==> config.mk <==
export PLATFORM = sky130hd
export DESIGN_NAME = palette
export DESIGN_NICKNAME = d
export VERILOG_FILES = /design/src/source/vdp_pkg.sv /design/src/source/palette.sv
export VERILOG_INCLUDE_DIRS = /design/src /design/src/source
export SDC_FILE = /design/constraint.sdc
export NUM_CORES = 1
export LEC_CHECK = 0
export BUFFER_PORTS_ARGS = -buffer_cell sky130_fd_sc_hd__buf_4
export CAP_MARGIN = 40
export CORE_ASPECT_RATIO = 0.5
export CORE_MARGIN = 1
export CORE_UTILIZATION = 28
export CTS_BUF_LIST = sky130_fd_sc_hd__clkbuf_8
export CTS_CLUSTER_DIAMETER = 80
export DETAILED_ROUTE_END_ITERATION = 8
export PLACE_DENSITY = 0.55
export SYNTH_ARGS = -nofsm -noshare
export SYNTH_HDL_FRONTEND = slang
export SYNTH_SLANG_ARGS = --single-unit
==> constraint.sdc <==
create_clock -name clk -period 2.3 [get_ports clk]
set_input_delay 0.345 -clock clk [delete_from_list [all_inputs] [get_ports clk]]
set_output_delay 0.345 -clock clk [all_outputs]
set_load 0.02 [all_outputs]
==> src/source/vdp_defines.svh <==
`ifndef VDP_DEFINES_SVH
`define VDP_DEFINES_SVH

// Horizontal raster timing in VGA pixels, 640x480 at 60 Hz
`define VDP_H_ACTIVE 640
`define VDP_H_FP 16
`define VDP_H_SYNC 96
`define VDP_H_BP 48
`define VDP_H_TOTAL (`VDP_H_ACTIVE + `VDP_H_FP + `VDP_H_SYNC + `VDP_H_BP)

// Vertical raster timing in lines
`define VDP_V_ACTIVE 480
`define VDP_V_FP 11
`define VDP_V_SYNC 2
`define VDP_V_BP 31
`define VDP_V_TOTAL (`VDP_V_ACTIVE + `VDP_V_FP + `VDP_V_SYNC + `VDP_V_BP)

// Border around the 256x192 picture, in VGA pixels
`define VDP_H_BORDER 64
`define VDP_V_BORDER 48

// Tile grid of graphics mode 1
`define VDP_COLS 32
`define VDP_ROWS 24

// Video RAM geometry
`define VDP_ADDR_W 14
`define VDP_DATA_W 8

// Vertical retrace interrupt length in clocks
`define VDP_INT_CYCLES 64

`endif
==> src/source/vdp_pkg.sv <==
`include "vdp_defines.svh"

package vdp_pkg;

  typedef logic [`VDP_ADDR_W-1:0] vram_addr_t;
  typedef logic [3:0] color_idx_t;

  typedef struct packed {
    logic [7:0] r;
    logic [7:0] g;
    logic [7:0] b;
  } rgb_t;

  typedef enum logic [1:0] {
    OP_READ,
    OP_WRITE_VRAM,
    OP_WRITE_PALETTE
  } cpu_op_e;

  typedef struct packed {
    cpu_op_e                 op;
    vram_addr_t              addr;
    logic [`VDP_DATA_W-1:0]  data;
  } cpu_req_t;

  // Table bases and display controls, static while a frame is shown
  typedef struct packed {
    vram_addr_t  name_base;
    vram_addr_t  pattern_base;
    vram_addr_t  color_base;
    color_idx_t  backdrop;
    logic        video_on;
    logic        int_enable;
  } vdp_cfg_t;

  // Palette write, data is RGB222 with R in the low bits
  typedef struct packed {
    logic        en;
    color_idx_t  index;
    logic [5:0]  data;
  } pal_wr_t;

  typedef enum logic [2:0] {
    FETCH_IDLE,
    FETCH_NAME,
    FETCH_PATTERN,
    FETCH_COLOR,
    FETCH_LOAD
  } fetch_state_e;

endpackage

==> src/source/palette.sv <==
`timescale 1ns/10ps

module palette import vdp_pkg::*; (
  input  logic       clk,
  input  logic       reset,
  input  pal_wr_t    pal_wr,
  input  color_idx_t color_idx,
  input  color_idx_t backdrop,
  input  logic       de,
  output rgb_t       rgb
);
  // Standard MSX colors, entry 0 is transparent
  localparam rgb_t MSX_COLORS [16] = '{
    24'h000000, 24'h010101, 24'h3eb849, 24'h74d07d,
    24'h5955e0, 24'h8076f1, 24'h993e31, 24'h65dbef,
    24'hdb6559, 24'hff897d, 24'hccc35e, 24'hded087,
    24'h3aa241, 24'hb766b5, 24'h777777, 24'hffffff
  };

  rgb_t       entries [16];
  rgb_t       rgb_q;
  color_idx_t eff_idx;

  always_ff @(posedge clk) begin
    if (reset) begin
      for (int i = 0; i < 16; i++)
        entries[i] <= MSX_COLORS[i];
    end else if (pal_wr.en) begin
      // RGB222 into the top two bits of each channel
      entries[pal_wr.index].r <= {pal_wr.data[1:0], 6'b0};
      entries[pal_wr.index].g <= {pal_wr.data[3:2], 6'b0};
      entries[pal_wr.index].b <= {pal_wr.data[5:4], 6'b0};
    end
  end

  // Transparent pixels show the backdrop
  assign eff_idx = (color_idx == 4'd0) ? backdrop : color_idx;

  always_ff @(posedge clk) begin
    if (eff_idx == 4'd0)
      rgb_q <= '0;
    else
      rgb_q <= entries[eff_idx];
  end

  // Blank outside the active area
  assign rgb = de ? rgb_q : '0;

endmodule

After elaboration in Yosys (flattened, before gate mapping):

Memory sizes are Yosys's and may differ from the RTL's. A register that Yosys moved wholly into a read port is not among the register bits.
Cells that the tools add are included.

* $mul: 0
* add/subtract/negate cells: 0
* divide/modulo/power cells: 0
* bitwise gates (word level): 0
* order comparisons: 0
* shift-type cells: 0
* reduce and logical (&&, ||, !) cells: 3
* equality and inequality tests: 0
* mux-type cells: 10

Operators with widths (number)
* $mux 24: 2
* $reduce_or 24->1: 1
* $logic_not 4->1: 2
* $mux 4: 2
* $mux 1: 6

* bits in read-only memories: 0
* bits of input ports: 22
* output and inout bits: 24
* memory bits (writable): 384
* latch bits: 0
* logic and storage cells: 14
* memories kept: 1
* flip-flop bits (word level): 0

Memory list
* entries: depth 16, bits a word 24, read ports 1, clocked after Yosys merged registers in 1, write ports 16, line palette.sv:20 `rgb_t entries [16];`

Depth between registers and ports, before layout:

* depth in word-level cells: 5
* mapped depth: 8
* depth with buffers taken out: 5

Worst setup path after synthesis:

No wires, ideal clock.

* path type: input to register
* from: input port color_idx[2]
* to: register, netlist name rgb_q[21]
* setup time: 129 ps
* data arrival time: 1904 ps
* slack: 267 ps
* stages: 7
* buffers on the path: 2
* data required time: 2171 ps
* path through: buf_6 or4b_1 buf_2 nand2_4 mux4_2 a32oi_1 o21ai_1

* longest elaborated chain between the ends: 3

RTL lines
* start, declared: line palette.sv:7 `input color_idx_t color_idx,`
* $logic_not 4->1: line palette.sv:37 `assign eff_idx = (color_idx == 4'd0) ? backdrop : color_idx;`
* $mux 4 (*): line palette.sv:37
* $logic_not 4->1: line palette.sv:40 `if (eff_idx == 4'd0)`

Mark *: on every way between the ends. The rest lies on a longest branch, timed or not.

Worst setup path after layout:

* from: input port color_idx[0]
* to: register, netlist name rgb_q[15]

* longest elaborated chain between the ends: 3

RTL lines (line)
* $logic_not 4->1: palette.sv:37
* $mux 4 (*): palette.sv:37
* $logic_not 4->1: palette.sv:40

Marks and branches as above.

==> results by group <==
Routing
  – Post-route DRC: 0
  – Final ANT Viol Nets: 0
  – Routed length per instance: 19.07 microns
  – Initial DRC count: 457
  – DR vias: 5198
  – First-pass DRT Iterations: 5
  – Total Wirelength: 19180 microns
  – Post-DR vias/cell: 5.167

Worst setup path
  – Cell family with most CP delay: compound AO/OA/AOI/OAI gates
  – CP cell instances: buf_4, buf_4, nor2_4, buf_4, mux2i_1, a221oi_1, a22o_1
  – Critical Path End Type: flip-flop
  – CP most frequent cell: buf_4
  – R2r setup slk: 0.77 ns
  – Critical Path Fanout Max: 19
  – Required time of the critical path: 2.69 ns
  – WP buf/inv: 3
  – Slowest stage delay, CP: 0.59 ns
  – Worst setup SP type: input port
  – R2r worst-path depth: 4
  – CP max stage cell: a221oi_1
  – Worst Path Arrival: 2.36 ns
  – Kind of critical path: input port to flip-flop
  – Worst reg2reg path startpoint: entries[7][18]
  – Reg2Reg Capture Point: rgb_q[3]

Timing
  – Final Max Slew Viols: 0
  – Slew margin rel.: 54.38%
  – Clock Skew: 0.01207 ns
  – Final period util: 85.80%
  – RSZ-0062 raised after global routing: false
  – Setup_tns: 0 ns
  – Hold slack: 0.3623 ns
  – Final setup vio count: 0
  – Tightest Pin Transition: 0.6757 ns
  – Post-layout min period: 1.973 ns
  – Final hold violations: 0
  – Highest Clock Rate: 506.7 MHz

Clock tree
  – Clock latency on the worst-skew pair: 0.45 ns
  – Post-CTS Setup Bufs: 0
  – Root Driver: clkbuf_8
  – TritonCTS Buffers: 17
  – CTS tree: yes
  – H-tree Lvls: 4
  – Clock slew at reported path FFs: 0.08 ns
  – Cts-stage hold buffer count: 0
  – CTS sink count: 135
  – CTS max path bufs: 2
  – Cts repair resizes: 0

Synthesis
  – Primary FF master, synth: edfxtp_1
  – Syn avg cell area: 10.93 sq um
  – Cell variety after synth: 63
  – Cell taking the most area after synthesis: edfxtp_1
  – EDFF count, synth: 96
  – Post-Synthesis Cells: 606
  – Synth Warn #: 0
  – Post-Syn Area: 6621 sq um
  – Post-synth top area share: 43.54%
  – Register area share after synthesis: 55.33%
  – Yosys reg bits: 135
  – Top cells by area, synth: edfxtp_1 44%, dfxtp_1 12%, and2_1 6.4%
  – Syn_nets: 628
  – Async S/R FF share, synth: 0%

Finish
  – Commonest non-fill, non-tap cell in the layout: buf_4
  – Area grow syn2layout: 20.88%
  – Final non-filler cell total: 1006
  – Commonest non-fill, non-tap cells in the layout: 101 x buf_4, 96 x edfxtp_1, 74 x nor2_1
  – # diodes: 0
  – Multi-input gate area: 2734 sq um
  – Fillers: 2304
  – Share of cells above drive strength 1: 22.89%
  – Reg area: 3664 sq um
  – Final nets: 708

Floorplanning
  – Core area: 22980 sq um
  – Die width: 219.5 microns
  – Die H: 110.7 microns
  – Initial Util: 28.81%
  – Placement Rows: 39
  – # IOs: 46
  – Die area: 24300 sq um

Power and ir drop
  – Internal power: 4232 uW
  – Combinational power share: 14.5%
  – Maximum vdd drop: 0.3331 mV
  – Sequential share of power: 49.9%
  – Sw frac: 26.34%
  – Leakage: 0.003280 uW
  – Switch Pwr: 1513 uW
  – Clock power share: 35.6%
  – Power density cells: 717.9 nW/um^2

Worst hold path
  – Min-delay src: pal_wr[6]
  – Worst Hold Class: input port to flip-flop
  – Hold path depth: 4
  – WHS Endpoint: entries[4][19]

Place
  – DP Cell Count: 974
  – Routability congestion estimate from global placement: 0.8958
  – Dpl hpwl: 13640 microns
  – PortBufs: 45

Global routing
  – Vias in the first global route: 5190
  – Pin count of the biggest net entering global routing: 61
  – Total congestion overflow: 0
  – Total track usage: 16.52%
  – Initial antenna violation count: 0
  – First-pass GRT wire length: 30230 microns

Status
  – Status: finished clean

Run
  – Maxcap violations: 0
==> state kept, by name (all words and copies together) (netlist names) <==
register and cells:
entries 111, rgb_q 24
==> worst min-delay path: cells and delay by family <==
family / cells / cell delay [ns]
buf+inv: 2 / 0.28
simple gates: 2 / 0.15
==> cells by family (layout without fill, tap and decap cells) <==
logic type | after synthesis | count (layout) | synth area share, %
AND/OR/NAND/NOR | 247 | 247 | 20.18
buffers and inverters | 47 | 140 | 3.382
multiplexers | 21 | 21 | 3.382
flip-flops | 135 | 135 | 55.33
AO/OA/AOI/OAI | 156 | 156 | 17.73
==> how the worst max path moves through the flow <==
| stage | startpoint | slack [ns] | endpoint | depth (start not counted) |
|---|---|---|---|---|
| 2_1_floorplan | color_idx[2] | 0.27 | rgb_q[21] | 7 |
| 3_3_place_gp | color_idx[0] | -0.03 | rgb_q[15] | 7 |
| 3_5_place_dp | color_idx[0] | -0.02 | rgb_q[15] | 7 |
| 4_1_cts | color_idx[0] | 0.46 | rgb_q[15] | 7 |
| 5_1_grt | color_idx[0] | 0.15 | rgb_q[0] | 8 |
| 6_report | color_idx[0] | 0.33 | rgb_q[15] | 7 |
==> through the flow <==
| step | instance area, sq um | power (uW) | utilization [%] | worst slack (ns) |
|---|---|---|---|---|
| CTS | 8004 | 5785 | 34.83 | 0.4560 |
| global route | 8004 | 5965 | 34.83 | 0.1478 |
| detailed placement | 7599 | 3749 | 33.06 | -0.01936 |
| floorplan | 6621 | 3380 | - | 0.2670 |
| global placement | 7599 | 3745 | 33.06 | -0.03250 |
| finish | 8004 | 5746 | 34.83 | 0.3265 |
==> cell usage after synthesis (2+ instances only) <==
cell type	instances
o21ai_1	4
nor2_1	74
and2_1	68
a21o_1	47
nand2_1	30
o311a_1	2
a211oi_1	12
mux2i_1	19
nor2b_1	2
or4b_1	3
dfxtp_1	39
o31ai_1	2
a22oi_1	2
o311ai_0	2
edfxtp_1	96
o22a_1	2
a21boi_0	2
buf_4	3
or2_2	15
or3_1	2
nand3_1	12
a21oi_1	8
a22o_1	7
nor3_1	4
nand2b_1	3
o221ai_1	3
a31oi_1	4
a221oi_1	7
clkbuf_1	25
inv_1	4
buf_6	3
a32o_1	2
buf_2	10
o21ai_0	19
a311oi_1	5
a32oi_1	12
o211ai_1	5
nor4b_1	3
and3_1	20
==> power groups by stage <==
| stage | clock (uW) | combinational [uW] | sequential, uW |
|---|---|---|---|
| 3_5_place_dp | 0 | 827 | 2920 |
| 4_1_cts | 2090 | 832 | 2870 |
| 6_report | 2050 | 832 | 2870 |
| 5_1_grt | 2180 | 898 | 2880 |
| 3_3_place_gp | 0 | 822 | 2920 |
| 2_1_floorplan | 0 | 497 | 2880 |
==> per-layer routing <==
layer,GRT usage (%),part of all wire [%]
met5,0,0
met4,4.352,0.94
met3,3.594,6.0
met2,26.52,47
met1,22.42,46
==> cell type report <==
type                    instances  share of cell area [%]
flip-flops and latches        135                   45.77
multi-input cells             424                   34.16
repair buffers                103                   9.973
well taps                     307                   4.799
clock buffers                  18                   3.095
clock inverters                14                   1.970
inverters                       5                  0.2345
No activity file was read; power rests on OpenSTA's default activity.
