==> src/source/vdp_defines.svh <==
`ifndef VDP_DEFINES_SVH
`define VDP_DEFINES_SVH

// Horizontal raster timing in VGA pixels, 640x480 at 60 Hz
`define VDP_H_ACTIVE 640
`define VDP_H_FP 16
`define VDP_H_SYNC 96
`define VDP_H_BP 48
`define VDP_H_TOTAL (`VDP_H_ACTIVE + `VDP_H_FP + `VDP_H_SYNC + `VDP_H_BP)

// Vertical raster timing in lines
`define VDP_V_ACTIVE 480
`define VDP_V_FP 11
`define VDP_V_SYNC 2
`define VDP_V_BP 31
`define VDP_V_TOTAL (`VDP_V_ACTIVE + `VDP_V_FP + `VDP_V_SYNC + `VDP_V_BP)

// Border around the 256x192 picture, in VGA pixels
`define VDP_H_BORDER 64
`define VDP_V_BORDER 48

// Tile grid of graphics mode 1
`define VDP_COLS 32
`define VDP_ROWS 24

// Video RAM geometry
`define VDP_ADDR_W 14
`define VDP_DATA_W 8

// Vertical retrace interrupt length in clocks
`define VDP_INT_CYCLES 64

`endif
==> src/source/vdp_pkg.sv <==
`include "vdp_defines.svh"

package vdp_pkg;

  typedef logic [`VDP_ADDR_W-1:0] vram_addr_t;
  typedef logic [3:0] color_idx_t;

  typedef struct packed {
    logic [7:0] r;
    logic [7:0] g;
    logic [7:0] b;
  } rgb_t;

  typedef enum logic [1:0] {
    OP_READ,
    OP_WRITE_VRAM,
    OP_WRITE_PALETTE
  } cpu_op_e;

  typedef struct packed {
    cpu_op_e                 op;
    vram_addr_t              addr;
    logic [`VDP_DATA_W-1:0]  data;
  } cpu_req_t;

  // Table bases and display controls, static while a frame is shown
  typedef struct packed {
    vram_addr_t  name_base;
    vram_addr_t  pattern_base;
    vram_addr_t  color_base;
    color_idx_t  backdrop;
    logic        video_on;
    logic        int_enable;
  } vdp_cfg_t;

  // Palette write, data is RGB222 with R in the low bits
  typedef struct packed {
    logic        en;
    color_idx_t  index;
    logic [5:0]  data;
  } pal_wr_t;

  typedef enum logic [2:0] {
    FETCH_IDLE,
    FETCH_NAME,
    FETCH_PATTERN,
    FETCH_COLOR,
    FETCH_LOAD
  } fetch_state_e;

endpackage

==> src/source/tile_fetch_fsm.sv <==
`timescale 1ns/10ps
`include "vdp_defines.svh"

module tile_fetch_fsm import vdp_pkg::*; (
  input  logic                   clk,
  input  logic                   reset,
  input  logic                   fetch_start,
  input  logic [4:0]             tile_col,
  input  logic [4:0]             tile_row,
  input  logic [2:0]             tile_line,
  input  logic                   video_on,
  input  vram_addr_t             name_base,
  input  vram_addr_t             pattern_base,
  input  vram_addr_t             color_base,
  output vram_addr_t             disp_addr,
  output logic [`VDP_DATA_W-1:0] pattern_byte,
  output logic [`VDP_DATA_W-1:0] color_byte,
  output logic                   load,
  input  logic [`VDP_DATA_W-1:0] disp_data
);
  fetch_state_e           state;
  logic [4:0]             next_col;
  logic [`VDP_DATA_W-1:0] name_q;
  logic [`VDP_DATA_W-1:0] pat_q;
  logic                   ready;
  vram_addr_t             name_addr;
  vram_addr_t             pattern_addr;
  vram_addr_t             color_addr;

  // Name entry is row * 32 + column
  assign name_addr = name_base + vram_addr_t'({tile_row, next_col});
  // disp_data holds the name byte while in FETCH_PATTERN
  assign pattern_addr = pattern_base + vram_addr_t'({disp_data, tile_line});
  // One color byte per group of 8 tile numbers
  assign color_addr = color_base + vram_addr_t'(name_q[7:3]);

  always_comb begin
    case (state)
      FETCH_PATTERN: disp_addr = pattern_addr;
      FETCH_COLOR:   disp_addr = color_addr;
      default:       disp_addr = name_addr;
    endcase
  end

  always_ff @(posedge clk) begin
    if (reset || !video_on) begin
      state <= FETCH_IDLE;
      ready <= 1'b0;
    end else begin
      case (state)
        FETCH_IDLE: begin
          if (fetch_start) begin
            state <= FETCH_NAME;
            ready <= 1'b0;
          end
        end
        FETCH_NAME:    state <= FETCH_PATTERN;
        FETCH_PATTERN: state <= FETCH_COLOR;
        FETCH_COLOR:   state <= FETCH_LOAD;
        FETCH_LOAD: begin
          state <= FETCH_IDLE;
          ready <= 1'b1;
        end
        default: state <= FETCH_IDLE;
      endcase
    end
  end

  // Fetched bytes wait here until the previous tile has been shown
  always_ff @(posedge clk) begin
    if (fetch_start)
      next_col <= tile_col + 5'd1;
    if (state == FETCH_PATTERN)
      name_q <= disp_data;
    if (state == FETCH_COLOR)
      pat_q <= disp_data;
    if (state == FETCH_LOAD) begin
      pattern_byte <= pat_q;
      color_byte   <= disp_data;
    end
  end

  // Next strobe is the first clock of the fetched tile
  assign load = fetch_start && ready && video_on;

endmodule

==> config.mk <==
export PLATFORM = sky130hd
export DESIGN_NAME = tile_fetch_fsm
export DESIGN_NICKNAME = d
export VERILOG_FILES = /design/src/source/vdp_pkg.sv /design/src/source/tile_fetch_fsm.sv
export VERILOG_INCLUDE_DIRS = /design/src /design/src/source
export SDC_FILE = /design/constraint.sdc
export NUM_CORES = 1
export LEC_CHECK = 0
export ABC_AREA = 1
export ABC_CLOCK_PERIOD_IN_PS = 4950
export BUFFER_PORTS_ARGS = -buffer_cell sky130_fd_sc_hd__buf_4
export CORE_UTILIZATION = 57
export CTS_CLUSTER_SIZE = 40
export DETAILED_ROUTE_END_ITERATION = 6
export GPL_ROUTABILITY_DRIVEN = 1
export PLACE_DENSITY = 0.95
export SLEW_MARGIN = 15
export SYNTH_ARGS = -nofsm -noshare
export SYNTH_HDL_FRONTEND = slang
export SYNTH_SLANG_ARGS = --single-unit
==> constraint.sdc <==
create_clock -name clk -period 4.95 [get_ports clk]
set_clock_uncertainty 0.1 [all_clocks]
set_input_delay 0 -clock clk [delete_from_list [all_inputs] [get_ports clk]]
set_output_delay 0 -clock clk [all_outputs]
set_load 0.005 [all_outputs]
### Word level (Yosys, flattened, before mapping)

Index checks and enable logic that the tools add are counted.

* register bits after elaboration: 41
* input port bits: 67
* output and inout bits: 31
* word-level logic and storage cells: 28

* add/sub/neg operators: 4
* equal/unequal tests: 5
* multiplexer cells: 5
* reductions and logical operators: 7

Operators with widths (count)
* case mux 14 bit (2 select lines): 1
* adder 14 x 10 -> 14 bit: 1
* adder 14 x 11 -> 14 bit: 1
* adder 14 x 5 -> 14 bit: 1
* case mux 3 bit (4 select lines): 1
* equality test 3 x 2 -> 1 bit (second input constant): 2
* adder 5 x 1 -> 5 bit (second input constant): 1
* equality test 3 x 1 -> 1 bit (second input constant): 1
* equality test 3 bit (second input constant): 1
* zero test 3 bit: 1
* 2-to-1 mux 3 bit: 1
* logical AND 1 bit: 2
* != test 2 bit (second input constant): 1
* case mux 1 bit (2 select lines): 1
* AND reduction 2 bit: 1
* nonzero test 2 bit: 1
* zero test 1 bit: 1
* logical OR 1 bit: 1
* 2-to-1 mux 1 bit: 1

### Longest topological paths before layout

* depth after elaboration: 3
* mapped depth: 12
* mapped depth without buffers: 12

### Worst setup path after synthesis

No wires, ideal clock.

* path type: register to register
* start point: register state[1]
* end point: register color_byte[0], enable pin
* setup time: 0.390 ns
* data arrival time: 1.233 ns
* data required time: 4.460 ns
* setup slack: 3.227 ns
* stages on the path, launching flop included: 4
* path buffers: 0
* clock period less this slack: 1.723 ns
* path through: dfxtp_1 -> nor2_1 -> inv_1 -> nor2_1

* cells in the longest elaborated chain, start to end: 1

RTL lines
* start: declaration: RTL line tile_fetch_fsm.sv:21 `fetch_state_e state;`
* start signal: assignment: RTL line tile_fetch_fsm.sv:47 `state <= FETCH_IDLE;`
* start signal: assignment: RTL line tile_fetch_fsm.sv:53 `state <= FETCH_NAME;`
* start signal: assignment: RTL line tile_fetch_fsm.sv:57 `FETCH_NAME: state <= FETCH_PATTERN;`
* equality test 3 bit: RTL line tile_fetch_fsm.sv:77 `if (state == FETCH_LOAD) begin`
* end signal: assignment: RTL line tile_fetch_fsm.sv:79 `color_byte <= disp_data;`
* end: declaration: RTL line tile_fetch_fsm.sv:17 `` output logic [`VDP_DATA_W-1:0] color_byte, ``

No other way between the ends.
A chain may end at the register's enable or synchronous reset.

### Worst setup path after layout

* start point: register name_q[3]
* end point: output disp_addr[10]

* cells in the longest elaborated chain, start to end: 2

RTL lines
* start: declaration: RTL line tile_fetch_fsm.sv:23 `` logic [`VDP_DATA_W-1:0] name_q; ``
* start signal: assignment: RTL line tile_fetch_fsm.sv:74 `name_q <= disp_data;`
* adder 14 x 5 -> 14 bit: RTL line tile_fetch_fsm.sv:35 `assign color_addr = color_base + vram_addr_t'(name_q[7:3]);`
* case mux 14 bit (2 select lines): RTL line tile_fetch_fsm.sv:38 `case (state)`
* end: declaration: RTL line tile_fetch_fsm.sv:15 `output vram_addr_t disp_addr,`

No other way between the ends.

==> impl_metrics.json <==
{
  "min_path_type": "in2reg",
  "fp.dieH_um": 78.6,
  "diodes": 0,
  "h-tree-depth": 2,
  "ys_seq_elements": 38,
  "num_io_pins": 98,
  "dp.cells": 640,
  "synth_seq_area_share": 0.329,
  "cts_inserted_buffers": 5,
  "synthAdderAreaFrac": 0.119,
  "drcViolationCount": 0,
  "required_ns": 4.85,
  "drtIter0Drc": 332,
  "portBuffers": 97,
  "synthSimpleGateAreaFrac": 0.379,
  "crit_family": "simple AND/OR/NAND/NOR gates",
  "drive_gt1_frac": 0.204,
  "hold_viol": 0,
  "stdcell_count": 664,
  "clockBufferDepth": 2,
  "yosys_warnings": 0,
  "antenna_found_initial": 0,
  "num_rows": 27,
  "final-setup-viol-count": 0,
  "grt_pass1_vias": 3432,
  "syn_avg_cell_area_um2": 7.08,
  "cap_violations": 0,
  "grt-ovfl-total": 0,
  "crit_arrival_ns": 2.23,
  "p_per_area_nw_per_um2": 204,
  "fp.dieW_um": 78.6,
  "worstPathMaxFanout": 6,
  "finalWeightedCongestion": 0.864,
  "worst-path-buf-inv": 3,
  "clock.fmax_mhz": 429,
  "ir_worst_vdd_mv": 0.183,
  "netlist_instances": 473,
  "wl_met2_um": 5130,
  "rsz0062_at_grt": "false",
  "dr.max_layer_used": "met4",
  "muxShareOfSynthArea": 0,
  "routed_wl_um": 9910,
  "critPathKind": "reg2out",
  "syn2layout_area_growth_pct": 31.5,
  "crit_chain": "ha_1, inv_1, fa_1, inv_1, nand3_1, nand2_1, nand2_1, nand2_1, nand3_1, nand2_1, nand3_1, nand3_1, buf_4",
  "start_kind": "flop",
  "ant_nets": 0,
  "critPathCaptureType": "output port",
  "setup-tns-final_ns": 0,
  "synth_ff_type": "edfxtp_1",
  "synth_nets": 570,
  "slew_headroom": 0.517,
  "viasPerCell": 5.55,
  "clock-root-buffer": "clkbuf_8",
  "crit_slowest_cell": "fa_1",
  "cts_tree": "built",
  "met1_length_um": 3910,
  "async_flop_share": 0,
  "tightest_slew_ns": 0.724,
  "synth_top_family_by_area": "simple AND/OR/NAND/NOR gates",
  "grt_max_degree": 21,
  "first_pass_iters": 5,
  "clock-sinks": 38,
  "hpwl_um": 7620,
  "status": "complete, no violations",
  "post-route-period-util": 0.471,
  "core-area_um2": 5570,
  "synthDistinctLibCells": 37,
  "wl_per_cell_um": 14.9,
  "post_cts_buffers": 0,
  "dieArea_um2": 6180,
  "fin_crit_ns": 2.33,
  "synth_area_um2": 3350,
  "drv_slew": 0,
  "p_leak_uw": 0.00222,
  "synth-xor-area-share": 0.0262,
  "synth-compound-area-share": 0.0550,
  "path_clk_slew_ns": 0.07,
  "wl_met3_um": 671,
  "start_util": 0.600,
  "worstSkewPairLatency_ns": 0.29,
  "synth_edf_count": 34,
  "nNetsFinal": 688,
  "grt_pass1_wl_um": 15500,
  "track_usage": 0.324,
  "cpPeakStageDelay_ns": 0.41,
  "vias": 3685
}
-- cells in the final DEF (no fill, tap or decap), drive strengths merged --
cell,netlist,layout
nand2,144,144
buf,3,98
inv,76,76
nand3,70,70
nor2,46,46
edfxtp,34,34
ha,27,27
dlygate4sd3,0,16
a21oi,13,13
nand4,10,10
o21ai,7,7
xnor2,6,6
clkbuf,0,5
nand3b,4,4
xor2,4,4
dfxtp,4,4
or2,4,4
nor3,4,4
o221ai,3,3
fa,3,3
clkinv,1,3
and2,3,3
a21boi,2,2
o21bai,1,1
a211o,1,1
o211ai,1,1
a21o,1,1
o21a,1,1
clkinvlp,0,1
-- synth_stat cells (3+ instances only) --
cell | n | area, um2
nand3_1 | 68 | 340
xor2_1 | 4 | 35.0
nand3b_1 | 4 | 30.0
o221ai_1 | 3 | 26.3
or2_2 | 3 | 18.8
dfxtp_1 | 4 | 80.1
a21oi_1 | 12 | 60.1
nand4_1 | 10 | 62.6
ha_1 | 27 | 338
nand2_2 | 3 | 18.8
edfxtp_1 | 34 | 1020
xnor2_1 | 6 | 52.6
nand2_1 | 140 | 526
inv_1 | 76 | 285
o21ai_0 | 7 | 35.0
fa_1 | 3 | 60.1
nor2_1 | 43 | 161
-- worst min-delay path, cell delays in order --
cell     delay [ns]
buf_4          0.11
inv_1          0.06
nor2_1         0.05
nand2_1        0.09
nor2_1         0.05
-- sequential cells by signal, summed over array words and instances, names as in the netlist --
signal        cells
color_byte        8
pat_q             8
pattern_byte      8
name_q            5
next_col          5
state             3
ready             1
-- routing by layer --
layer,up-vias,track usage
met5,-,0
met2,191,0.597
li1,1783,-
met4,0,0.0981
met1,1690,0.390
met3,21,0.0407
-- kinds of logic after synthesis --
family	count (synthesis)
XOR/XNOR	10
buffers and inverters	80
adder cells (fa/ha/maj)	30
flip-flops	38
AND/OR/NAND/NOR	285
AO/OA/AOI/OAI	30
-- through the flow --
step / util / power [uW] / cell area [um2] / setup WS (ns) / hold slack (ns)
2_1_floorplan: - / 547 / 3350 / 3.23 / -0.0196
3_3_place_gp: 0.745 / 666 / 4160 / 3.08 / 0.0965
3_5_place_dp: 0.745 / 676 / 4160 / 2.96 / 0.105
4_1_cts: 0.789 / 888 / 4400 / 2.65 / 0.0208
5_1_grt: 0.789 / 944 / 4400 / 2.49 / 0.0474
6_report: 0.789 / 896 / 4400 / 2.62 / 0.0244
-- power by group --
part / total [uW] / leakage, uW / internal [uW] / switching (uW)
clock network: 209 / 0.0000416 / 96.5 / 113
logic: 330 / 0.00183 / 153 / 177
registers: 357 / 0.000342 / 354 / 2.70
-- final cells by class --
cell class / instances / area, um2
clock inverter: 3 / 16.3
tap: 72 / 90.1
sequential: 38 / 1100
timing repair buffer: 114 / 896
clock buffer: 5 / 68.8
inverter: 77 / 289
multi-input combinational: 355 / 1940
fill: 409 / 1170
-- path summary, 6_finish.rpt --
kind,startpoint,to,slack (ns),cells after the start
worst max-delay path,name_q[3],disp_addr[10],2.62,13
worst min-delay path,video_on,state[2],0.02,5
worst max register to register,state[2],name_q[5],3.23,3
worst min register to register,pat_q[2],pattern_byte[2],0.32,0
-- repair_timing --
item / 4_1_cts / 5_1_grt
hold buffers: 16 / 0
hold endpoints to repair: 35 / 0
gates resized for setup: 0 / 0
No activity file was read; power rests on OpenSTA's default activity.
