==> config.mk <==
export PLATFORM = sky130hd
export DESIGN_NAME = video_timing
export DESIGN_NICKNAME = d
export VERILOG_FILES = /design/src/source/video_timing.sv
export VERILOG_INCLUDE_DIRS = /design/src /design/src/source
export SDC_FILE = /design/constraint.sdc
export NUM_CORES = 1
export LEC_CHECK = 0
export ABC_CLOCK_PERIOD_IN_PS = 5400
export BUFFER_PORTS_ARGS = -buffer_cell sky130_fd_sc_hd__buf_4
export CAP_MARGIN = 20
export CORE_UTILIZATION = 35
export CTS_BUF_LIST = sky130_fd_sc_hd__clkbuf_4
export DETAILED_ROUTE_END_ITERATION = 12
export GPL_TIMING_DRIVEN = 0
export PLACE_DENSITY = 0.55
export SYNTH_ARGS = -nofsm -noshare
export SYNTH_HDL_FRONTEND = slang
export SYNTH_SLANG_ARGS = --single-unit
==> constraint.sdc <==
create_clock -name clk -period 5.4 [get_ports clk]
set_clock_uncertainty 0.15 [all_clocks]
set_input_delay 1.08 -clock clk [delete_from_list [all_inputs] [get_ports clk]]
set_output_delay 1.08 -clock clk [all_outputs]
set_load 0.05 [all_outputs]
==> src/source/vdp_defines.svh <==
`ifndef VDP_DEFINES_SVH
`define VDP_DEFINES_SVH

// Horizontal raster timing in VGA pixels, 640x480 at 60 Hz
`define VDP_H_ACTIVE 640
`define VDP_H_FP 16
`define VDP_H_SYNC 96
`define VDP_H_BP 48
`define VDP_H_TOTAL (`VDP_H_ACTIVE + `VDP_H_FP + `VDP_H_SYNC + `VDP_H_BP)

// Vertical raster timing in lines
`define VDP_V_ACTIVE 480
`define VDP_V_FP 11
`define VDP_V_SYNC 2
`define VDP_V_BP 31
`define VDP_V_TOTAL (`VDP_V_ACTIVE + `VDP_V_FP + `VDP_V_SYNC + `VDP_V_BP)

// Border around the 256x192 picture, in VGA pixels
`define VDP_H_BORDER 64
`define VDP_V_BORDER 48

// Tile grid of graphics mode 1
`define VDP_COLS 32
`define VDP_ROWS 24

// Video RAM geometry
`define VDP_ADDR_W 14
`define VDP_DATA_W 8

// Vertical retrace interrupt length in clocks
`define VDP_INT_CYCLES 64

`endif
==> src/source/video_timing.sv <==
`timescale 1ns/10ps
`include "vdp_defines.svh"

module video_timing (
  input  logic       clk,
  input  logic       reset,
  input  logic       int_enable,
  output logic [9:0] hc,
  output logic [9:0] vc,
  output logic [4:0] tile_col,
  output logic [4:0] tile_row,
  output logic [2:0] tile_line,
  output logic [2:0] tile_pix,
  output logic       border,
  output logic       fetch_start,
  output logic       hs,
  output logic       vs,
  output logic       de,
  output logic       n_int
);
  localparam logic [9:0] H_TOTAL  = 10'(`VDP_H_TOTAL);
  localparam logic [9:0] V_TOTAL  = 10'(`VDP_V_TOTAL);
  localparam logic [9:0] H_SYNC_S = 10'(`VDP_H_ACTIVE + `VDP_H_FP);
  localparam logic [9:0] H_SYNC_E = 10'(`VDP_H_ACTIVE + `VDP_H_FP + `VDP_H_SYNC);
  localparam logic [9:0] V_SYNC_S = 10'(`VDP_V_ACTIVE + `VDP_V_FP);
  localparam logic [9:0] V_SYNC_E = 10'(`VDP_V_ACTIVE + `VDP_V_FP + `VDP_V_SYNC);
  localparam logic [9:0] H_PIC_S  = 10'(`VDP_H_BORDER);
  localparam logic [9:0] H_PIC_E  = 10'(`VDP_H_BORDER + `VDP_COLS * 16);
  localparam logic [9:0] V_PIC_S  = 10'(`VDP_V_BORDER);
  localparam logic [9:0] V_PIC_E  = 10'(`VDP_V_BORDER + `VDP_ROWS * 16);
  // A tile is 16 clocks wide, its fetch starts one tile ahead
  localparam logic [9:0] FETCH_S  = H_PIC_S - 10'd16;
  localparam int         INT_W    = $clog2(`VDP_INT_CYCLES);

  logic [9:0]       hx;
  logic [9:0]       vy;
  logic             h_pic;
  logic             v_pic;
  logic [2:0]       sync_d1;
  logic [2:0]       sync_d2;
  logic             int_on;
  logic [INT_W-1:0] int_cnt;

  always_ff @(posedge clk) begin
    if (reset) begin
      hc <= '0;
      vc <= '0;
    end else if (hc == H_TOTAL - 10'd1) begin
      hc <= '0;
      vc <= (vc == V_TOTAL - 10'd1) ? 10'd0 : vc + 10'd1;
    end else begin
      hc <= hc + 10'd1;
    end
  end

  // Screen pixel position relative to the top left of the picture
  assign hx = hc - H_PIC_S;
  assign vy = vc - V_PIC_S;
  assign tile_col  = hx[8:4];
  assign tile_pix  = hx[3:1];
  assign tile_row  = vy[8:4];
  assign tile_line = vy[3:1];

  assign h_pic  = (hc >= H_PIC_S) && (hc < H_PIC_E);
  assign v_pic  = (vc >= V_PIC_S) && (vc < V_PIC_E);
  assign border = !(h_pic && v_pic);

  assign fetch_start = v_pic && (hc >= FETCH_S) && (hc < H_PIC_E) && (hc[3:0] == 4'd0);

  // Sync and enable follow the two pipeline stages of the pixel path
  always_ff @(posedge clk) begin
    if (reset) begin
      sync_d1 <= 3'b110;
      sync_d2 <= 3'b110;
    end else begin
      sync_d1 <= {!((hc >= H_SYNC_S) && (hc < H_SYNC_E)),
                  !((vc >= V_SYNC_S) && (vc < V_SYNC_E)),
                  (hc < 10'(`VDP_H_ACTIVE)) && (vc < 10'(`VDP_V_ACTIVE))};
      sync_d2 <= sync_d1;
    end
  end

  assign hs = sync_d2[2];
  assign vs = sync_d2[1];
  assign de = sync_d2[0];

  // Triggered one clock early so n_int falls with output column 656
  always_ff @(posedge clk) begin
    if (reset) begin
      int_on  <= 1'b0;
      int_cnt <= '0;
    end else if (int_on) begin
      int_cnt <= int_cnt + 1'b1;
      if (int_cnt == INT_W'(`VDP_INT_CYCLES - 1))
        int_on <= 1'b0;
    end else if (int_enable && hc == H_SYNC_S + 10'd1 && vc == V_SYNC_S) begin
      int_on  <= 1'b1;
      int_cnt <= '0;
    end
  end

  assign n_int = !int_on;

endmodule

======== After elaboration in Yosys (flattened, before gate mapping) ========
Cells that the tools add are included.
word-level totals
  flip-flop bits (word level) ............. 33
  bits of input ports ..................... 3
  output and inout bits ................... 42
  logic and storage cells ................. 51
cells by class
  add/subtract/negate cells ............... 5
  magnitude comparators ................... 11
  equal/unequal tests ..................... 5
  muxes and demuxes ....................... 6
  reductions and logical operators ........ 18
operators with widths
  cell                                                                                  number
  10-bit == test, second input constant                                                 3
  10-bit < comparator, second input constant                                            3
  10-bit by 9-bit < comparator with 1-bit output, second input constant                 3
  10-bit by 1-bit adder with 10-bit output, second input constant                       2
  10-bit by 6-bit greater-or-equal comparator with 1-bit output, second input constant  2
  6-bit 2-to-1 mux                                                                      2
  1-bit logical AND                                                                     11
  10-bit by 9-bit == test with 1-bit output, second input constant                      1
  10-bit greater-or-equal comparator, second input constant                             1
  10-bit by 7-bit greater-or-equal comparator with 1-bit output, second input constant  1
  10-bit by 9-bit greater-or-equal comparator with 1-bit output, second input constant  1
  10-bit 2-to-1 mux                                                                     1
  9-bit by 6-bit subtractor with 9-bit output, second input constant                    1
  9-bit by 7-bit subtractor with 9-bit output, second input constant                    1
  6-bit by 1-bit adder with 6-bit output, second input constant                         1
  6-bit == test, second input constant                                                  1
  1-bit logical NOT                                                                     4
  4-bit logical NOT                                                                     1
  1-bit 2-to-1 mux                                                                      3
  2-bit nonzero test                                                                    1
  2-bit OR reduction                                                                    1

======== Logic depth before layout (Yosys ltp) ========
Gate-level depths: netlist (run 1).
  word-level depth ........................ 5
  gate-level depth with buffers ........... 7
  mapped depth without buffers ............ 6

======== Worst setup path after synthesis (run 1) ========
OpenSTA, ideal clock, no wires.
  path kind ............................... register to output
  start point ............................. reg hc[6]
  end point ............................... out fetch_start
  data arrival time ....................... 2.329 ns
  required time ........................... 4.170 ns
  path slack .............................. 1.841 ns
  cell stages (with the launch flop) ...... 6
  buffers on the path ..................... 0
  cells stage by stage .................... dfxtp_1 > inv_1 > ha_1 > nand2b_1 > a2111oi_0 > and4_1
between the ends
  cells in the longest elaborated chain, start to end .. 4
  elaborated cells on any way between the ends .. 5
  those cells by class .................... 2 x order compare; 3 x reduce/logical
RTL lines
  element                                                        RTL line            text
  start: declaration                                             video_timing.sv:8   output logic [9:0] hc,
  start signal: assignment                                       video_timing.sv:52  hc <= hc + 10'd1;
  10-bit by 6-bit greater-or-equal comparator with 1-bit output  video_timing.sv:68  assign fetch_start = v_pic && (hc >= FETCH_S) && (hc < H_PIC_E) && (hc[3:0] == 4'd0);
  1-bit logical AND                                              video_timing.sv:68
  1-bit logical AND (*) (2 in series)                            video_timing.sv:68
  end: declaration                                               video_timing.sv:15  output logic fetch_start,
Mark *: on every way between the ends. The rest lies on a longest branch, timed or not.

======== Worst setup path after layout (run 1) ========
  start point ............................. reg vc[5]
  end point ............................... out fetch_start
between the ends
  cells in the longest elaborated chain, start to end .. 5
  elaborated cells on any way between the ends .. 6
  those cells by class .................... 2 x order compare; 4 x reduce/logical
RTL lines
  element                                                                                                                          RTL line            text
  start: declaration                                                                                                               video_timing.sv:9   output logic [9:0] vc,
  start signal: assignment                                                                                                         video_timing.sv:50  vc <= (vc == V_TOTAL - 10'd1) ? 10'd0 : vc + 10'd1;
  10-bit by 6-bit greater-or-equal comparator with 1-bit output or 10-bit by 9-bit < comparator with 1-bit output (tied branches)  video_timing.sv:65  assign v_pic = (vc >= V_PIC_S) && (vc < V_PIC_E);
  1-bit logical AND (*)                                                                                                            video_timing.sv:65
  1-bit logical AND (*) (3 in series)                                                                                              video_timing.sv:68
Marked as above.

==> impl_metrics.env, run 1 <==
export IMPL_ioPinCount=45
export IMPL_grt_start_max_net_pins=11
export IMPL_regArea_um2=660.6
export IMPL_clock_path_buffers=2
export IMPL_fin_hold_ws_ns=0.2655
export IMPL_reg2reg_to="vc[7]$_SDFFE_PP0P_"
export IMPL_fmax_ghz=0.2837
export IMPL_numPortBuffers=43
export IMPL_wl_mm=4.382
export IMPL_route_vias_total=1652
export IMPL_fin_crit_ns=3.525
export IMPL_final_common_cell="buf_4"
export IMPL_synth_area_um2=1894
export IMPL_antenna_found_initial=0
export IMPL_synth_edf_count=0
export IMPL_hp_class="flip-flop to flip-flop"
export IMPL_grt_overflow=0
export IMPL_cts_resized=0
export IMPL_path_class="flip-flop to primary output"
export IMPL_gp_congestion=0.7698
export IMPL_layout_nets=289
export IMPL_ys_async_sr_fraction=0
export IMPL_drt_iter0_markers=57
export IMPL_ff2ff_setup_slack_ns=3.17
export IMPL_max_stage_delay_ns=0.51
export IMPL_dieArea_um2=5711
export IMPL_synth_warnings=0
export IMPL_setup_viol=0
export IMPL_postCtsHoldBufs=0
export IMPL_drc=0
export IMPL_cts_tree="done"
export IMPL_dp_hpwl_mm=3.231
export IMPL_synthDistinctLibCells=42
export IMPL_synth_avg_cell_area_um2=8.533
export IMPL_critPathCaptureType="primary output"
export IMPL_cts_buffers=5
export IMPL_wl_per_cell_um=12.78
export IMPL_num_antenna_cells=0
export IMPL_ir_drop_uv=84.81
export IMPL_worstPathArrival_ns=2.30
export IMPL_clkTransAtPathRegs_ns=0.10
export IMPL_cts_max_level=2
export IMPL_powerDensity_nw_per_um2=198.0
export IMPL_cts_setup_buffers=0
export IMPL_grt_usage=0.1739
export IMPL_layout_common_cells="buf_4 (53), dfxtp_1 (33), nor2_1 (21)"
export IMPL_multi_input_area_um2=1057
export IMPL_grt_pass1_vias=1504
export IMPL_path_cells="ha_1 > o211a_1 > a2111oi_0 > and4_1 > buf_4"
export IMPL_ys_ff_latch=33
export IMPL_relSlewSlack=0.6324
export IMPL_required_ns=4.17
export IMPL_syn_inst=222
export IMPL_min_to="sync_d2[1]$_SDFF_PP1_"
export IMPL_drt_first_pass_iters=4
export IMPL_synth_seq_area_share=0.3487
export IMPL_cap_violations=0
export IMPL_timing_rr_start="hc[0]$_SDFF_PP0_"
export IMPL_initial_core_util=0.3662
export IMPL_r2r_cells=6
export IMPL_yosysTopAreaCellShare=0.3487
export IMPL_cts_root_buf="clkbuf_4"
export IMPL_die_x_um=75.57
export IMPL_routed_via_density=4.816
export IMPL_startpoint_type="flip-flop"
export IMPL_chipHeight_um=75.57
export IMPL_clock_latency_ns=0.34
export IMPL_ys_flop_type="dfxtp_1"
export IMPL_setup_tns_ns=0
export IMPL_syn_to_final_growth_pct=25.83
export IMPL_rsz0062_at_grt="false"
export IMPL_maxSlewViolCount=0
export IMPL_drive_gt1_frac=0.2674
export IMPL_coreArea_um2=5172
export IMPL_cts_sinks=33
export IMPL_min_from="sync_d1[1]$_SDFF_PP1_"
export IMPL_ant_nets=0
export IMPL_yosys_top_cells_area="dfxtp_1 (35%), ha_1 (9.2%), xnor2_1 (5.5%), nor2_1 (4.2%), buf_4 (4.0%)"
export IMPL_crit_path_max_fanout=9
export IMPL_finalCritPeriodShare=0.6528
export IMPL_worstHoldPathCells=1
export IMPL_fp_row_count=26
export IMPL_worst_pin_slew_ns=0.5375
export IMPL_mappedNetlistNets=239
export IMPL_cpMaxStageDelayCell="a2111oi_0"
export IMPL_netlist_top_cell_by_area="dfxtp_1"
export IMPL_outcome="finished, final reports clean"
export IMPL_fill_cells=504
export IMPL_final_hold_violation_count=0
export IMPL_p_leak_nw=0.9883
export IMPL_grt_first_pass_wirelength_mm=7.341
[synth_stat cells (2+ instances only)]
cell type	number
a211oi_1	2
a21oi_1	10
and3_1	3
and4_1	2
buf_2	3
buf_4	10
clkbuf_1	5
dfxtp_1	33
ha_1	14
inv_1	14
nand2_1	15
nand2b_1	3
nand3_1	9
nand3b_1	2
nand4_1	7
nand4b_1	2
nor2_1	21
nor3_1	6
nor4_1	8
nor4b_1	2
o211a_1	2
o211ai_1	2
o21ai_0	6
o31ai_1	2
or2_2	3
or4_1	4
xnor2_1	12
xor2_1	6
[metal layers]
metal	part of all wire	up-vias	routed length, um	global-route usage
met4	0.016	0	71	0.07407
met5	0	-	0	0
met2	0.43	27	1906	0.2560
met3	0.028	7	122	0.03175
met1	0.52	747	2282	0.2486
li1	-	871	-	-
[flip-flops by register name (all words and copies together), names as in the netlist]
| name | count |
|---|---|
| sync_d2 | 3 |
| hc | 10 |
| int_on | 1 |
| int_cnt | 6 |
| sync_d1 | 3 |
| vc | 10 |
[logic make-up (layout without fill, tap and decap cells)]
kind of cell               count (synthesis)  in the layout  synth area share
AOI/OAI and AO/OA                         30             30            0.1050
xor gates and xnor gates                  18             18           0.08322
adders and majority gates                 14             14           0.09247
buffers and inverters                     34             85           0.09313
DFF                                       33             33            0.3487
and+or+nand+nor                           93             93            0.2774
[final cells by class]
type                    count  area share
clock buffers               6     0.01890
clock inverters             2     0.01417
repair buffers             43      0.1354
multi-input cells         155      0.4436
plain buffers              19     0.05039
flip-flops and latches     33      0.2772
inverters                  15     0.02362
well taps                  70     0.03675
[critical path, delay by kind of cell (launching register included)]
family	cells	cell delay [ns]
buffers and inverters	1	0.20
AOI/OAI and AO/OA	2	0.74
adders and majority gates	1	0.31
DFF	1	0.41
and+or+nand+nor	1	0.30
[stage by stage]
| step | instances | cell area, um^2 | setup WS [ns] | total power, mW | utilization |
|---|---|---|---|---|---|
| finish | 343 | 2384 | 1.875 | 0.4719 | 0.4608 |
| CTS | 343 | 2384 | 1.856 | 0.4775 | 0.4608 |
| detailed placement | 335 | 2305 | 2.240 | 0.2891 | 0.4456 |
| floorplan | 222 | 1894 | 1.841 | 0.2787 | - |
| global route | 343 | 2384 | 1.668 | 0.4950 | 0.4608 |
| global placement | 335 | 2305 | 2.221 | 0.2894 | 0.4456 |
[worst max-delay path by stage]
stage | slack (ns) | start | endpoint | cells past startpoint
global placement | 2.22 | vc[5]$_SDFFE_PP0P_ | fetch_start | 5
global route | 1.67 | vc[5]$_SDFFE_PP0P_ | fetch_start | 5
CTS | 1.86 | vc[5]$_SDFFE_PP0P_ | fetch_start | 5
detailed placement | 2.24 | vc[5]$_SDFFE_PP0P_ | fetch_start | 5
finish | 1.87 | vc[5]$_SDFFE_PP0P_ | fetch_start | 5
floorplan | 1.84 | hc[6]$_SDFF_PP0_ | fetch_start | 5
[report_power, final]
part,internal (mW),leakage (nW),switching [mW],total (mW)
sequential,0.246,0.267,0.00299,0.249
clock,0.101,0.0433,0.0871,0.189
combinational,0.0108,0.678,0.0236,0.0344
total,0.358,0.988,0.114,0.472
(Power assumes the default switching activity.)
==> run 2: changes to the inputs <==
Settings changed: ABC_CLOCK_PERIOD_IN_PS 5400 to 3000, PLACE_DENSITY 0.55 to 0.57.
Clock period 5.4 ns to 3 ns, I/O delays scaled along.
==> impl_metrics.env, run 2 (synthesis results as in run 1) <==
export IMPL_cts_setup_buffers=0
export IMPL_ff2ff_setup_slack_ns=0.74
export IMPL_fin_crit_ns=2.821
export IMPL_cts_sinks=33
export IMPL_critPathCaptureType="primary output"
export IMPL_drt_first_pass_iters=4
export IMPL_top_regs="hc (10), vc (10), int_cnt (6)"
export IMPL_routed_via_density=4.866
export IMPL_grt_start_max_net_pins=11
export IMPL_cap_violations=0
export IMPL_clock_latency_ns=0.34
export IMPL_wl_per_cell_um=12.79
export IMPL_clkTransAtPathRegs_ns=0.10
export IMPL_gp_congestion=0.8264
export IMPL_final_hold_violation_count=0
export IMPL_grt_pass1_vias=1437
export IMPL_grt_overflow=0
export IMPL_setup_viol=0
export IMPL_coreArea_um2=5172
export IMPL_syn_to_final_growth_pct=26.35
export IMPL_powerDensity_nw_per_um2=355.0
export IMPL_initial_core_util=0.3662
export IMPL_cts_buffers=5
export IMPL_postCtsHoldBufs=0
export IMPL_grt_usage=0.1688
export IMPL_min_to="sync_d2[2]$_SDFF_PP1_"
export IMPL_fmax_ghz=0.3545
export IMPL_fin_util=0.4627
export IMPL_outcome="finished, final reports clean"
export IMPL_die_x_um=75.57
export IMPL_cts_tree="done"
export IMPL_hp_class="flip-flop to flip-flop"
export IMPL_finalCritPeriodShare=0.9404
export IMPL_setup_tns_ns=0
export IMPL_path_class="flip-flop to primary output"
export IMPL_required_ns=2.25
export IMPL_worstHoldPathCells=1
export IMPL_drc=0
export IMPL_ir_drop_uv=171.9
export IMPL_layout_nets=289
export IMPL_layout_common_cells="buf_4 (53), dfxtp_1 (33), nor2_1 (21)"
export IMPL_grt_first_pass_wirelength_mm=7.113
export IMPL_rsz0062_at_grt="false"
export IMPL_drt_iter0_markers=90
export IMPL_wl_mm=4.388
export IMPL_chipHeight_um=75.57
export IMPL_cts_max_level=2
export IMPL_relSlewSlack=0.6691
export IMPL_worstPathArrival_ns=2.07
export IMPL_dieArea_um2=5711
export IMPL_p_leak_nw=0.9864
export IMPL_dp_hpwl_mm=3.220
export IMPL_crit_path_max_fanout=9
export IMPL_reg2reg_to="vc[7]$_SDFFE_PP0P_"
export IMPL_fin_hold_ws_ns=0.2796
export IMPL_clock_path_buffers=2
export IMPL_ant_nets=0
export IMPL_startpoint_type="flip-flop"
export IMPL_num_antenna_cells=0
export IMPL_maxSlewViolCount=0
export IMPL_fp_row_count=26
export IMPL_timing_rr_start="vc[1]$_SDFFE_PP0P_"
export IMPL_ioPinCount=45
export IMPL_worst_pin_slew_ns=0.4964
export IMPL_cts_root_buf="clkbuf_4"
export IMPL_final_common_cell="buf_4"
export IMPL_route_vias_total=1669
export IMPL_numPortBuffers=43
export IMPL_r2r_cells=5
export IMPL_antenna_found_initial=0
export IMPL_drive_gt1_frac=0.2784
export IMPL_min_from="sync_d1[2]$_SDFF_PP1_"
run 2: worst max path at each step:
| stage | startpoint | endpoint | slack (ns) | cells after the start |
|---|---|---|---|---|
| after global routing | hc[6]$_SDFF_PP0_ | fetch_start | 0.05 | 6 |
| after CTS | vc[5]$_SDFFE_PP0P_ | fetch_start | 0.009 | 5 |
| final | vc[5]$_SDFFE_PP0P_ | fetch_start | 0.18 | 5 |
| after global placement | vc[5]$_SDFFE_PP0P_ | fetch_start | 0.31 | 5 |
| after detailed placement | vc[5]$_SDFFE_PP0P_ | fetch_start | 0.32 | 5 |
| after floorplan | hc[6]$_SDFF_PP0_ | tile_col[4] | -0.008 | 3 |
run 2: cell type report:
| class | instances | area (um^2) |
|---|---|---|
| Fill cell | 546 | 2779 |
| Multi-Input combinational cell | 155 | 1067 |
| Sequential cell | 33 | 660.6 |
| Timing Repair Buffer | 43 | 322.8 |
| Buffer | 19 | 120.1 |
| Tap cell | 70 | 87.58 |
| Inverter | 15 | 56.30 |
| Clock buffer | 6 | 45.04 |
| Clock inverter | 2 | 33.78 |
run 2: stage by stage:
stage | area, um^2 | cells | power [mW] | worst slack (ns)
after global routing | 2394 | 343 | 0.8895 | 0.04883
final | 2394 | 343 | 0.8496 | 0.1789
after CTS | 2386 | 343 | 0.8616 | 0.008763
after global placement | 2306 | 335 | 0.5209 | 0.3076
after detailed placement | 2306 | 335 | 0.5208 | 0.3189
after floorplan | 1896 | 222 | 0.5017 | -0.007811
run 2: worst max-delay path, stage by stage (launching register included):
cell and delay (ns):
dfxtp_1 0.41, ha_2 0.26, o211a_1 0.23, a2111oi_2 0.36
and4_2 0.28, buf_4 0.19
run 2: power breakdown:
part | switching, mW | internal (mW) | total, mW
Clock | 0.156 | 0.183 | 0.339
Sequential | 0.00585 | 0.443 | 0.449
Combinational | 0.0429 | 0.0196 | 0.0624
run 2: what timing repair did:
item,in CTS,in global routing
gates resized for setup,1,2
setup endpoints to repair,1,1
pin swaps,0,0
run 2: metal layers:
layer,share of wire,track usage,vias up
met5,0,0,-
met4,0.0064,0.04938,0
met3,0.045,0.04894,2
met2,0.43,0.2282,39
met1,0.52,0.2559,763
li1,-,-,865
==> run 3: changes to the inputs <==
Settings changed: PLACE_DENSITY 0.57 to default.
==> impl_metrics.env, run 3 (synthesis results as in run 1) <==
export IMPL_clock_latency_ns=0.34
export IMPL_outcome="finished, final reports clean"
export IMPL_cts_tree="done"
export IMPL_ioPinCount=45
export IMPL_powerDensity_nw_per_um2=318.8
export IMPL_min_from="sync_d1[1]$_SDFF_PP1_"
export IMPL_cts_max_level=2
export IMPL_final_common_cell="buf_4"
export IMPL_cts_sinks=33
export IMPL_multi_input_area_um2=1067
export IMPL_chipHeight_um=75.57
export IMPL_maxSlewViolCount=0
export IMPL_startpoint_type="flip-flop"
export IMPL_grt_usage=0.1698
export IMPL_critPathCaptureType="primary output"
export IMPL_coreArea_um2=5172
export IMPL_required_ns=2.25
export IMPL_path_class="flip-flop to primary output"
export IMPL_cap_violations=0
export IMPL_setup_tns_ns=0
export IMPL_fin_crit_ns=2.830
export IMPL_grt_first_pass_wirelength_mm=7.265
export IMPL_layout_common_cells="buf_4 (53), dfxtp_1 (33), nor2_1 (21)"
export IMPL_routed_via_density=4.810
export IMPL_wl_per_cell_um=12.80
export IMPL_num_antenna_cells=0
export IMPL_wl_mm=4.378
export IMPL_postCtsHoldBufs=0
export IMPL_p_leak_nw=0.9723
export IMPL_dp_hpwl_mm=3.148
export IMPL_cp_startpoint="vc[5]$_SDFFE_PP0P_"
export IMPL_relSlewSlack=0.6658
export IMPL_hp_class="flip-flop to flip-flop"
export IMPL_drt_iter0_markers=50
export IMPL_clkTransAtPathRegs_ns=0.11
export IMPL_cts_root_buf="clkbuf_4"
export IMPL_final_hold_violation_count=0
export IMPL_fin_hold_ws_ns=0.2650
export IMPL_grt_start_max_net_pins=11
export IMPL_crit_path_max_fanout=9
export IMPL_drc=0
export IMPL_layout_nets=289
export IMPL_fmax_ghz=0.3534
export IMPL_top_regs="hc (10), vc (10), int_cnt (6)"
export IMPL_numPortBuffers=43
export IMPL_regArea_um2=660.6
export IMPL_setup_viol=0
export IMPL_worstPathArrival_ns=2.08
export IMPL_worst_pin_slew_ns=0.5013
export IMPL_route_vias_total=1645
export IMPL_dieArea_um2=5711
export IMPL_drt_first_pass_iters=4
export IMPL_cts_buffers=5
export IMPL_cts_setup_buffers=0
export IMPL_fp_row_count=26
export IMPL_fill_cells=518
export IMPL_die_x_um=75.57
export IMPL_grt_pass1_vias=1488
export IMPL_syn_to_final_growth_pct=24.77
export IMPL_clock_path_buffers=2
export IMPL_drive_gt1_frac=0.2757
export IMPL_ant_nets=0
export IMPL_initial_core_util=0.3662
export IMPL_cts_resized=1
export IMPL_grt_overflow=0
export IMPL_timing_rr_start="vc[1]$_SDFFE_PP0P_"
export IMPL_gp_congestion=0.7892
export IMPL_fin_util=0.4569
export IMPL_antenna_found_initial=0
export IMPL_finalCritPeriodShare=0.9433
export IMPL_rsz0062_at_grt="false"
export IMPL_ir_drop_uv=122.5
run 3: path summary, 6_finish.rpt:
path	to	slack [ns]	depth (start not counted)
setup reg to reg	vc[7]$_SDFFE_PP0P_	0.74	5
hold / removal	sync_d2[1]$_SDFF_PP1_	0.26	1
hold reg to reg	sync_d2[1]$_SDFF_PP1_	0.26	1
setup / recovery	fetch_start	0.17	5
run 3: layout make-up:
cell class	count	share of cell area
buffer	19	0.05082
clock buffer	6	0.01906
clock inverter	1	0.001588
inverter	15	0.02382
multi-input combinational	155	0.4516
sequential	33	0.2795
tap	70	0.03706
timing repair buffer	43	0.1366
run 3: report_power, final:
part / internal (mW) / switching (mW)
clock: 0.0941 / 0.148
sequential: 0.443 / 0.00657
combinational: 0.0195 / 0.0427
total: 0.556 / 0.197
run 3: through the flow:
step	power [mW]	std cells	setup WS, ns	area, um^2
finish	0.7536	342	0.1700	2364
global route	0.7861	342	0.004271	2364
CTS	0.7603	342	0.0009313	2356
detailed placement	0.5209	335	0.3176	2306
global placement	0.5210	335	0.3586	2306
floorplan	0.5017	222	-0.007811	1896
run 3: critical path: stages (launching register included):
cell and delay, ns:
dfxtp_1 0.41, ha_2 0.26, o211a_1 0.22, a2111oi_2 0.37, and4_2 0.28, buf_4 0.19
run 3: layer usage:
| metal | share of wire | global-route usage | up-vias | wire length, um |
|---|---|---|---|---|
| met3 | 0.046 | 0.03571 | 6 | 202 |
| met1 | 0.52 | 0.2478 | 733 | 2282 |
| met2 | 0.42 | 0.2421 | 41 | 1825 |
| met4 | 0.016 | 0.06790 | 0 | 68 |
| met5 | 0 | 0 | - | 0 |
| li1 | - | - | 865 | - |
